`config.mk`:
```
export PLATFORM = sky130hd
export DESIGN_NAME = addressing_top
export DESIGN_NICKNAME = d
export VERILOG_FILES = /design/src/hdl/addr_pkg.sv /design/src/hdl/wb_pkg.sv /design/src/hdl/thread_sequencer.sv /design/src/hdl/offset_ram.sv /design/src/hdl/offset_wb_slave.sv /design/src/hdl/pipe_delay.sv /design/src/hdl/thread_addressing.sv /design/src/hdl/addressing_top.sv
export SDC_FILE = /design/constraint.sdc
export NUM_CORES = 1
export LEC_CHECK = 0
export ABC_AREA = 1
export BUFFER_PORTS_ARGS = -buffer_cell sky130_fd_sc_hd__buf_2
export CORE_ASPECT_RATIO = 1.2
export CORE_UTILIZATION = 55
export DETAILED_ROUTE_END_ITERATION = 7
export PLACE_DENSITY_LB_ADDON = 0.3
export SETUP_SLACK_MARGIN = 0.05
export SLEW_MARGIN = 20
export SYNTH_ARGS = -nofsm -noshare
export SYNTH_HDL_FRONTEND = slang
export SYNTH_SLANG_ARGS = --single-unit
```
`constraint.sdc`:
```
create_clock -name clock -period 3.2 [get_ports clock]
set_clock_uncertainty 0.15 [all_clocks]
set_input_delay 0.16 -clock clock [delete_from_list [all_inputs] [get_ports clock]]
set_output_delay 0.16 -clock clock [all_outputs]
set_load 0.02 [all_outputs]
```
`src/hdl/addr_pkg.sv`:
```
/*
 * Address datapath types for the per-thread offset unit.
 * Covers address and thread widths plus the tagged request and response payloads.
 */

package addr_pkg;

    // ----------------------------------------
    // widths
    // ----------------------------------------

    localparam int ADDR_W   = 16;  // address and offset word
    localparam int THREAD_W = 3;   // up to 8 hardware threads

    // ----------------------------------------
    // scalar types
    // ----------------------------------------

    typedef logic [ADDR_W-1:0]   addr_t;
    typedef logic [THREAD_W-1:0] thread_id_t;

    // ----------------------------------------
    // payloads
    // ----------------------------------------

    // address tagged with the thread that owns this cycle
    typedef struct packed {
        logic       valid;
        thread_id_t thread;
        addr_t      addr;
    } addr_req_t;

    // translated address leaving the unit
    typedef struct packed {
        logic       valid;
        thread_id_t thread;  // thread the offset came from
        addr_t      addr;    // input address plus offset, wraps
    } addr_rsp_t;

endpackage

```
`src/hdl/wb_pkg.sv`:
```
/*
 * Wishbone classic structs for the offset configuration port.
 * The address field selects a thread, the data field carries its offset.
 */

package wb_pkg;

    import addr_pkg::*;

    // master to slave
    typedef struct packed {
        logic       cyc;
        logic       stb;
        logic       we;
        thread_id_t adr;  // thread index, not a byte address
        addr_t      dat;
    } wb_req_t;

    // slave to master
    typedef struct packed {
        logic  ack;
        logic  err;   // reads and bad indices
        addr_t dat;   // unused, no read path
    } wb_rsp_t;

endpackage

```
`src/hdl/thread_sequencer.sv`:
```
/*
 * Thread sequencer. Keeps the round-robin thread count and registers
 * each incoming address together with the thread that owns this cycle.
 */

`timescale 1ns/1ps

module thread_sequencer
    import addr_pkg::*;
#(
    parameter int unsigned THREAD_COUNT   = 8,
    parameter int unsigned INITIAL_THREAD = 0
)
(
    input  logic      clock,
    input  logic      rst_n,
    input  addr_req_t addr_in,     // thread field ignored
    output addr_req_t req_tagged
);

    localparam thread_id_t LAST_THREAD  = thread_id_t'(THREAD_COUNT - 1);
    localparam thread_id_t FIRST_THREAD = thread_id_t'(INITIAL_THREAD);

    thread_id_t thread_cnt;  // thread of the next sampled address

    // ----------------------------------------
    // counter and tag register
    // ----------------------------------------

    always_ff @(posedge clock) begin
        if (!rst_n) begin
            thread_cnt       <= FIRST_THREAD;
            req_tagged.valid <= 1'b0;
        end else begin
            req_tagged.valid  <= addr_in.valid;
            req_tagged.thread <= thread_cnt;
            req_tagged.addr   <= addr_in.addr;
            if (thread_cnt == LAST_THREAD) begin
                thread_cnt <= '0;  // wrap
            end else begin
                thread_cnt <= thread_cnt + 1'b1;
            end
        end
    end

    // the offset memory has only THREAD_COUNT words, so a tag past the end
    // would read an undefined offset
    assert property (@(posedge clock) disable iff (!rst_n)
        thread_cnt < THREAD_COUNT)
        else $error("thread counter left range 0..%0d", THREAD_COUNT - 1);

endmodule

```
`src/hdl/offset_ram.sv`:
```
/*
 * Offset memory. Simple dual port, one write port from the bus side and
 * one registered read port for the pipeline, old data on a collision.
 */

`timescale 1ns/1ps

module offset_ram
    import addr_pkg::*;
#(
    parameter int unsigned DEPTH = 8
)
(
    input  logic       clock,
    input  logic       wr_en,
    input  thread_id_t wr_thread,
    input  addr_t      wr_offset,
    input  thread_id_t rd_thread,
    output addr_t      rd_offset
);

    addr_t mem [DEPTH];  // one offset word per thread

    // ----------------------------------------
    // write port
    // ----------------------------------------

    always_ff @(posedge clock) begin
        if (wr_en) begin
            mem[wr_thread] <= wr_offset;
        end
    end

    // ----------------------------------------
    // read port
    // ----------------------------------------

    // registered read, a same-edge write is not forwarded
    always_ff @(posedge clock) begin
        rd_offset <= mem[rd_thread];
    end

endmodule

```
`src/hdl/offset_wb_slave.sv`:
```
/*
 * Wishbone classic slave for the offset memory. Each new cycle gives at most
 * one offset write and one single-cycle ack, or err for reads and bad indices.
 */

`timescale 1ns/1ps

module offset_wb_slave
    import addr_pkg::*;
    import wb_pkg::*;
#(
    parameter int unsigned THREAD_COUNT = 8
)
(
    input  logic       clock,
    input  logic       rst_n,
    input  wb_req_t    wb_in,
    output wb_rsp_t    wb_out,
    output logic       wr_en,
    output thread_id_t wr_thread,
    output addr_t      wr_offset
);

    logic req_live;   // cyc and stb both high
    logic req_seen;   // request was already live last edge
    logic new_req;
    logic in_range;
    logic accept;     // valid write to an existing thread
    logic ack_q;
    logic err_q;

    assign req_live = wb_in.cyc && wb_in.stb;
    assign new_req  = req_live && !req_seen;  // held requests answered once
    assign in_range = (wb_in.adr < THREAD_COUNT);
    assign accept   = wb_in.we && in_range;

    // ----------------------------------------
    // response registers
    // ----------------------------------------

    always_ff @(posedge clock) begin
        if (!rst_n) begin
            req_seen <= 1'b0;
            ack_q    <= 1'b0;
            err_q    <= 1'b0;
        end else begin
            req_seen <= req_live;
            ack_q    <= new_req && accept;
            err_q    <= new_req && !accept;  // read or index past the end
        end
    end

    // memory write lands on the same edge that raises ack
    assign wr_en     = new_req && accept;
    assign wr_thread = wb_in.adr;
    assign wr_offset = wb_in.dat;

    assign wb_out = '{ack: ack_q, err: err_q, dat: '0};

    // a response is seen only while the master still holds its cycle open
    assert property (@(posedge clock) disable iff (!rst_n)
        (wb_out.ack || wb_out.err) |->
            wb_in.cyc && !(wb_out.ack && wb_out.err))
        else $error("wishbone response outside a cycle, or ack with err");

endmodule

```
`src/hdl/pipe_delay.sv`:
```
/*
 * Fixed-depth delay line for any packed payload.
 * Every stage clears on reset so embedded valid bits start low.
 */

`timescale 1ns/1ps

module pipe_delay #(
    parameter type         payload_t = logic,
    parameter int unsigned DEPTH     = 1       // at least one stage
)
(
    input  logic     clock,
    input  logic     rst_n,
    input  payload_t din,
    output payload_t dout
);

    payload_t stage [DEPTH];

    always_ff @(posedge clock) begin
        if (!rst_n) begin
            for (int i = 0; i < DEPTH; i++) begin
                stage[i] <= '0;
            end
        end else begin
            stage[0] <= din;
            for (int i = 1; i < DEPTH; i++) begin
                stage[i] <= stage[i-1];  // shift toward dout
            end
        end
    end

    assign dout = stage[DEPTH-1];

endmodule

```
`src/hdl/thread_addressing.sv`:
```
/*
 * Offset adder. Lines up each tagged address with the offset read for its
 * thread, adds them in a registered adder and retimes the sum to the output.
 */

`timescale 1ns/1ps

module thread_addressing
    import addr_pkg::*;
#(
    parameter int unsigned OUT_STAGES = 1
)
(
    input  logic       clock,
    input  logic       rst_n,
    input  addr_req_t  req_tagged,
    output thread_id_t rd_thread,
    input  addr_t      rd_offset,
    output addr_rsp_t  addr_out
);

    localparam int unsigned LATENCY = 2 + OUT_STAGES;  // tag register to addr_out

    addr_req_t req_aligned;  // same cycle as rd_offset
    addr_rsp_t sum_q;

    // offset read starts straight from the tag
    assign rd_thread = req_tagged.thread;

    // ----------------------------------------
    // align with the memory read
    // ----------------------------------------

    pipe_delay #(
        .payload_t (addr_req_t),
        .DEPTH     (1)
    ) align_delay (
        .clock (clock),
        .rst_n (rst_n),
        .din   (req_tagged),
        .dout  (req_aligned)
    );

    // ----------------------------------------
    // registered adder
    // ----------------------------------------

    always_ff @(posedge clock) begin
        if (!rst_n) begin
            sum_q.valid <= 1'b0;
        end else begin
            sum_q.valid  <= req_aligned.valid;
            sum_q.thread <= req_aligned.thread;
            sum_q.addr   <= req_aligned.addr + rd_offset;  // wraps mod 2**ADDR_W
        end
    end

    // ----------------------------------------
    // output retiming
    // ----------------------------------------

    pipe_delay #(
        .payload_t (addr_rsp_t),
        .DEPTH     (OUT_STAGES)
    ) out_delay (
        .clock (clock),
        .rst_n (rst_n),
        .din   (sum_q),
        .dout  (addr_out)
    );

    // the valid and its thread tag travel together through both delay lines
    assert property (@(posedge clock) disable iff (!rst_n)
        addr_out.valid |->
            $past(req_tagged.valid, LATENCY) &&
            (addr_out.thread == $past(req_tagged.thread, LATENCY)))
        else $error("output valid not matched by input %0d cycles earlier", LATENCY);

endmodule

```
`src/hdl/addressing_top.sv`:
```
/*
 * Per-thread address offset unit. Tags each address with its round-robin
 * thread and adds that thread's offset, written over a Wishbone port.
 */

`timescale 1ns/1ps

module addressing_top
    import addr_pkg::*;
    import wb_pkg::*;
#(
    parameter int unsigned THREAD_COUNT   = 8,  // at most 2**THREAD_W
    parameter int unsigned INITIAL_THREAD = 0,
    parameter int unsigned OUT_STAGES     = 1   // at least 1
)
(
    input  logic      clock,
    input  logic      rst_n,
    input  addr_req_t addr_in,
    output addr_rsp_t addr_out,
    input  wb_req_t   wb_in,
    output wb_rsp_t   wb_out
);

    addr_req_t  req_tagged;
    thread_id_t rd_thread;
    addr_t      rd_offset;
    logic       wr_en;
    thread_id_t wr_thread;
    addr_t      wr_offset;

    thread_sequencer #(
        .THREAD_COUNT   (THREAD_COUNT),
        .INITIAL_THREAD (INITIAL_THREAD)
    ) sequencer (
        .clock      (clock),
        .rst_n      (rst_n),
        .addr_in    (addr_in),
        .req_tagged (req_tagged)
    );

    offset_ram #(
        .DEPTH (THREAD_COUNT)
    ) offsets (
        .clock     (clock),
        .wr_en     (wr_en),
        .wr_thread (wr_thread),
        .wr_offset (wr_offset),
        .rd_thread (rd_thread),
        .rd_offset (rd_offset)
    );

    offset_wb_slave #(
        .THREAD_COUNT (THREAD_COUNT)
    ) cfg_port (
        .clock     (clock),
        .rst_n     (rst_n),
        .wb_in     (wb_in),
        .wb_out    (wb_out),
        .wr_en     (wr_en),
        .wr_thread (wr_thread),
        .wr_offset (wr_offset)
    );

    thread_addressing #(
        .OUT_STAGES (OUT_STAGES)
    ) adder (
        .clock      (clock),
        .rst_n      (rst_n),
        .req_tagged (req_tagged),
        .rd_thread  (rd_thread),
        .rd_offset  (rd_offset),
        .addr_out   (addr_out)
    );

endmodule

```
==> Word level (Yosys, flattened, before mapping) <==
Memory sizes are Yosys's and may differ from the RTL's. A register that Yosys moved wholly into a read port is not among the register bits.
Cells that the tools add are included.
{ "word_totals": {"ff_bits": 46, "ramBits": 168, "elab_cells": 34, "memories": 3} }
{ "memory_table": {"columns": ["memory", "depth", "width", "rd", "rd_ports_with_merged_regs", "write_ports", "line_no", "rtl"], "rows": [
  ["offsets.mem", 8, 16, 1, 1, 1, "offset_ram.sv:22", "addr_t mem [DEPTH];"],
  ["adder.align_delay.stage", 1, 20, 1, 0, 1, "pipe_delay.sv:19", "payload_t stage [DEPTH];"],
  ["adder.out_delay.stage", 1, 20, 1, 0, 1, "pipe_delay.sv:19", null]
]} }
{ "op_classes": {"n_addsub": 2, "eq_ne": 1, "muxes": 8, "n_bitwise": 1, "reduce_logical": 9} }
{ "ops": {"columns": ["cell", "count"], "rows": [
  ["$mux W20", 2],
  ["$reduce_or A20 Y1", 2],
  ["$add A16 B16 Y16", 1],
  ["$mux W1", 6],
  ["$logic_and A1 B1 Y1", 4],
  ["$add A3 B1 Y3 const B", 1],
  ["$eq A3 B3 Y1 const B", 1],
  ["$logic_not A1 Y1", 2],
  ["$reduce_or A2 Y1", 1],
  ["$not A1 Y1", 1]
]} }

==> Depth between registers and ports, before layout <==
{ "logic_depth": {"word_depth": 5, "mapped_depth": 10, "ltp_nobuf": 10} }

==> Hierarchy <==
A second synthesis with hierarchy kept.
{ "hier_totals": {"cells_unflattened": 996, "area_unflattened_um2": 9764.4} }
{ "by_module_without_submodules": {"columns": ["mod", "n_inst", "cells_per_inst", "area_per_inst_um2", "seq_area_each_um2"], "rows": [
  ["offset_ram", 1, 587, 5989.5, 4164.0],
  ["thread_addressing", 1, 200, 1535.2, 590.6],
  ["pipe_delay", 2, 62, 573.0, 400.4],
  ["thread_sequencer", 1, 34, 709.4, 650.6],
  ["offset_wb_slave", 1, 51, 384.1, 60.1]
]} }

==> Worst setup path before layout <==
Ideal clock, no wire load.
{ "synth_path": {"path_kind": "register to register", "from": "register cfg_port.req_seen", "to": "memory offsets.mem[6][0] (netlist name) (enable)", "setup_time_ns": 0.388, "arrival_time_ns": 1.484, "required_time_ns": 2.662, "setup_slack_ns": 1.177, "path_stages_with_launch": 5, "n_path_buf": 0, "cell_sequence": "dfxtp_1 nor2_1 nand2_1 or2_2 nor2_1"} }
{ "synth_via": {"elab_chain_len": 5} }
{ "synth_rtl": {"columns": ["item", "line_no", "rtl"], "rows": [
  ["start: declaration", "offset_wb_slave.sv:25", "logic req_seen;"],
  ["start signal: assignment", "offset_wb_slave.sv:47", "req_seen <= req_live;"],
  ["$logic_not A1 Y1", "offset_wb_slave.sv:33", "assign new_req = req_live && !req_seen;"],
  ["$logic_and A1 B1 Y1", "offset_wb_slave.sv:33", null],
  ["$logic_and A1 B1 Y1", "offset_wb_slave.sv:54", "assign wr_en = new_req && accept;"],
  ["$mux W1", "offset_ram.sv:29", "if (wr_en) begin"],
  ["$mux W1 (not written as such)", "offset_ram.sv:30", "mem[wr_thread] <= wr_offset;"],
  ["end: declaration", "offset_ram.sv:22", null]
]} }
Every way passes these cells.

==> Worst setup path after layout <==
{ "layout_path": {"from": "input port wb_in[20] (netlist name)", "to": "memory offsets.mem[2][3] (netlist name) (enable)"} }
{ "layout_via": {"elab_chain_len": 5} }
{ "layout_rtl": {"columns": ["item", "line_no", "rtl"], "rows": [
  ["start: declaration", "addressing_top.sv:21", "input wb_req_t wb_in,"],
  ["$logic_and A1 B1 Y1", "offset_wb_slave.sv:32", "assign req_live = wb_in.cyc && wb_in.stb;"],
  ["$logic_and A1 B1 Y1", "offset_wb_slave.sv:33", null],
  ["$logic_and A1 B1 Y1", "offset_wb_slave.sv:54", null],
  ["$mux W1", "offset_ram.sv:29", null],
  ["$mux W1 (not written as such)", "offset_ram.sv:30", null]
]} }
Every way passes these cells.

==> qor.csv <==
stage,metric,value,unit
clocking,cts_htree_levels,1,
logic_synthesis,seq_area_frac_synth,70.1,%
timing,slew_violations,0,
setup_path,r2r_cells,10,
logic_synthesis,ys_types,25,
timing,final_hold_viol_count,0,
min_path,hold_path_class,in2reg,
logic_synthesis,ys.flop_type,edfxtp_1,
setup_path,r2r_start,adder.align_delay.stage[0][0]$_SDFF_PN0_,
setup_path,setup.worst_path.class,in2reg,
clocking,ctsLongestPathBuffers,3,
detailed_routing,detail-route-antenna-nets,0,
layout,multi_input_area,2100,sq um
logic_synthesis,yosys_warnings,0,
timing,period_share,73.6,%
run,cap_violations,0,
timing,setup_viol_count_final,0,
logic_synthesis,synth_edf_count,166,
clocking,post_cts_buffers,0,
clocking,clk_pin_slew,60,ps
logic_synthesis,syn_area,8940,sq um
detailed_routing,finalWirelength,15700,um
timing,rsz0062_at_grt,false,
global_route,grt_start_max_net_pins,69,
placed_design,io_buffers,62,
min_path,holdPathEnd,offsets.mem[6][0]$_DFFE_PP_,
floorplan,dieArea,16800,sq um
global_route,antenna_found_initial,0,
logic_synthesis,async_flop_share,0,%
power_and_ir_drop,powerDensity,637,nW/um^2
setup_path,cp.required,3220,ps
outcome,status,"complete, no violations",
placed_design,placed_cells,1061,
setup_path,path_max_fanout,16,
setup_path,arrival,2380,ps
clocking,cts_tree,yes,
logic_synthesis,syn_avg_cell_area,11.0,sq um
timing,period_needed,2360,ps
timing,fmaxAchievable,0.424,GHz
min_path,min_path_cells,4,
detailed_routing,vias_per_cell,4.92,
clocking,cts_sinks,230,
clocking,cts_root_buffer,clkbuf_16,
global_route,grt_overflow_total,0,
logic_synthesis,syn-instance-count,809,
detailed_routing,first_iter_violations,377,
floorplan,die_y,142,um
floorplan,initial_core_util,56.7,%
layout,final_cells,1142,
floorplan,die_w,118,um
setup_path,reg2reg_to,adder.sum_q[14]$_DFFE_PP_,
min_path,hold_path.startpoint,wb_in[18],
layout,drive_gt1_share,12.3,%
floorplan,io-pin-count,82,
setup_path,reg2reg_slack,1230,ps
layout,utilization,67.0,%
setup_path,max_stage_delay,570,ps
clocking,insertion_delay,500,ps
floorplan,rows,50,
logic_synthesis,synth.largest_area_cell,edfxtp_1,
layout,fin_nets,980,
clocking,cts_buffers,23,
setup_path,crit_chain,"dlygate4sd3_1, buf_2, nand2_1, dlygate4sd3_1, nor2_1, nand2_1, or2_2, nor2_1, buf_4",
detailed_routing,firstDrtPassIters,5,
power_and_ir_drop,ir_drop,0.482,mV
placed_design,dp_hpwl,8960,um
global_route,grtUsageTotal,19.5,%
layout,area_growth,18.1,%
logic_synthesis,ys_ff_latch,230,
global_route,grt_pass1_wl,25500,um
logic_synthesis,synth_top_cell_area_share,55.8,%
layout,num-fill-cells,1193,
detailed_routing,wl_per_cell,13.8,um
floorplan,core_area,15800,sq um
detailed_routing,dr_total_vias,5622,
logic_synthesis,synth_area_leaders,"edfxtp_1 (56%), dfxtp_1 (14%), nand2_1 (7.4%)",
global_route,grt_pass1_vias,5334,
layout,seq_area,6270,sq um
timing,relSlewSlack,54.3,%
setup_path,cp-start-kind,input pin,
setup_path,critPathSlowestCell,dlygate4sd3_1,
power_and_ir_drop,p_leak,4.59,nW
placed_design,place_congestion,0.816,
logic_synthesis,synthTopCellsByCount,"nand2_1 (175), edfxtp_1 (166), nor2_1 (120)",
layout,diodes,0,
timing,setup_tns,0,ps
timing,worstMarginPinSlew,684,ps
detailed_routing,drt_drc_violations_left,0,
logic_synthesis,yosysMostFrequentCell,nand2_1,
clocking,cts_resized,0,
setup_path,worst_setup_path_end_kind,flop,
==> power by group <==
group | leakage, nW | internal [W] | switching [W] | total, W
registers | 2.06 | 0.00336 | 0.0000412 | 0.00340
logic | 2.15 | 0.000238 | 0.000418 | 0.000657
clock network | 0.384 | 0.00162 | 0.00104 | 0.00266
==> repair_timing <==
action	CTS	global route
hold buffers	40	0
endpoints found under the hold margin	159	0
endpoints found under the setup margin	0	0
==> registers in the layout, indices dropped and copies added (netlist names) <==
name,flops
cfg_port.ack_q,1
sequencer.thread_cnt,3
offsets.mem,128
offsets.rd_offset,16
sequencer.req_tagged,20
adder.out_delay.stage,20
cfg_port.req_seen,1
adder.align_delay.stage,20
cfg_port.err_q,1
adder.sum_q,20
==> metal layers <==
metal	global-route usage, %	wire length (um)
met3	2.89	782
met5	0	0
met1	22.6	6380
met2	35.9	8160
met4	8.37	415
==> critical path, delay by kind of cell <==
family / cells / cell delay, ps
buf+inv: 4 / 1500
simple gates: 5 / 700
==> cells by family after synthesis <==
logic type      count (synthesis)  synth area share, %
simple gates                  314                 13.5
compound gates                105                 5.88
other cells                     1               0.0420
buf+inv                       133                 7.03
xor+xnor                        8                0.784
fa+ha+maj                      18                 2.60
flops                         230                 70.1
==> per-stage QoR <==
stage	total power [W]	hold WS (ps)	cell area (sq um)	setup slack [ps]
3_5_place_dp	0.00408	188	9380	1220
4_1_cts	0.00677	150	10600	885
2_1_floorplan	0.00392	88.7	8990	1180
6_report	0.00672	160	10600	843
5_1_grt	0.00699	175	10600	766
3_3_place_gp	0.00406	188	9380	1260
==> worst max path at each step <==
stage / depth (start not counted) / endpoint / from
after global placement: 10 / adder.sum_q[14]$_DFFE_PP_ / adder.align_delay.stage[0][0]$_SDFF_PN0_
after global routing: 9 / offsets.mem[2][14]$_DFFE_PP_ / wb_in[20]
after floorplan: 4 / offsets.mem[6][0]$_DFFE_PP_ / cfg_port.req_seen$_SDFF_PN0_
after CTS: 9 / offsets.mem[2][11]$_DFFE_PP_ / wb_in[20]
after detailed placement: 10 / adder.sum_q[14]$_DFFE_PP_ / adder.align_delay.stage[0][0]$_SDFF_PN0_
final: 9 / offsets.mem[2][3]$_DFFE_PP_ / wb_in[20]
==> layout by cell type (no fill, tap or decap), types with 9 or more instances in the layout <==
| cell | n |
|---|---|
| edfxtp_1 | 166 |
| clkbuf_16 | 23 |
| ha_1 | 17 |
| conb_1 | 16 |
| nor2_1 | 120 |
| buf_4 | 11 |
| nand3_1 | 11 |
| nand2_1 | 175 |
| dfxtp_1 | 64 |
| dlygate4sd3_1 | 40 |
| o21ai_0 | 40 |
| o21ai_1 | 56 |
| buf_2 | 62 |
| inv_1 | 86 |
| a21oi_1 | 9 |
==> area by class of cell <==
type,instances,area share (%)
clock buffer,32,6.34
clock inverter,9,0.960
inverter,87,3.09
multi-input combinational,461,19.9
sequential,230,59.4
tap,208,2.47
timing repair buffer,115,7.89
Note: power is estimated with default switching activity, not from simulation.
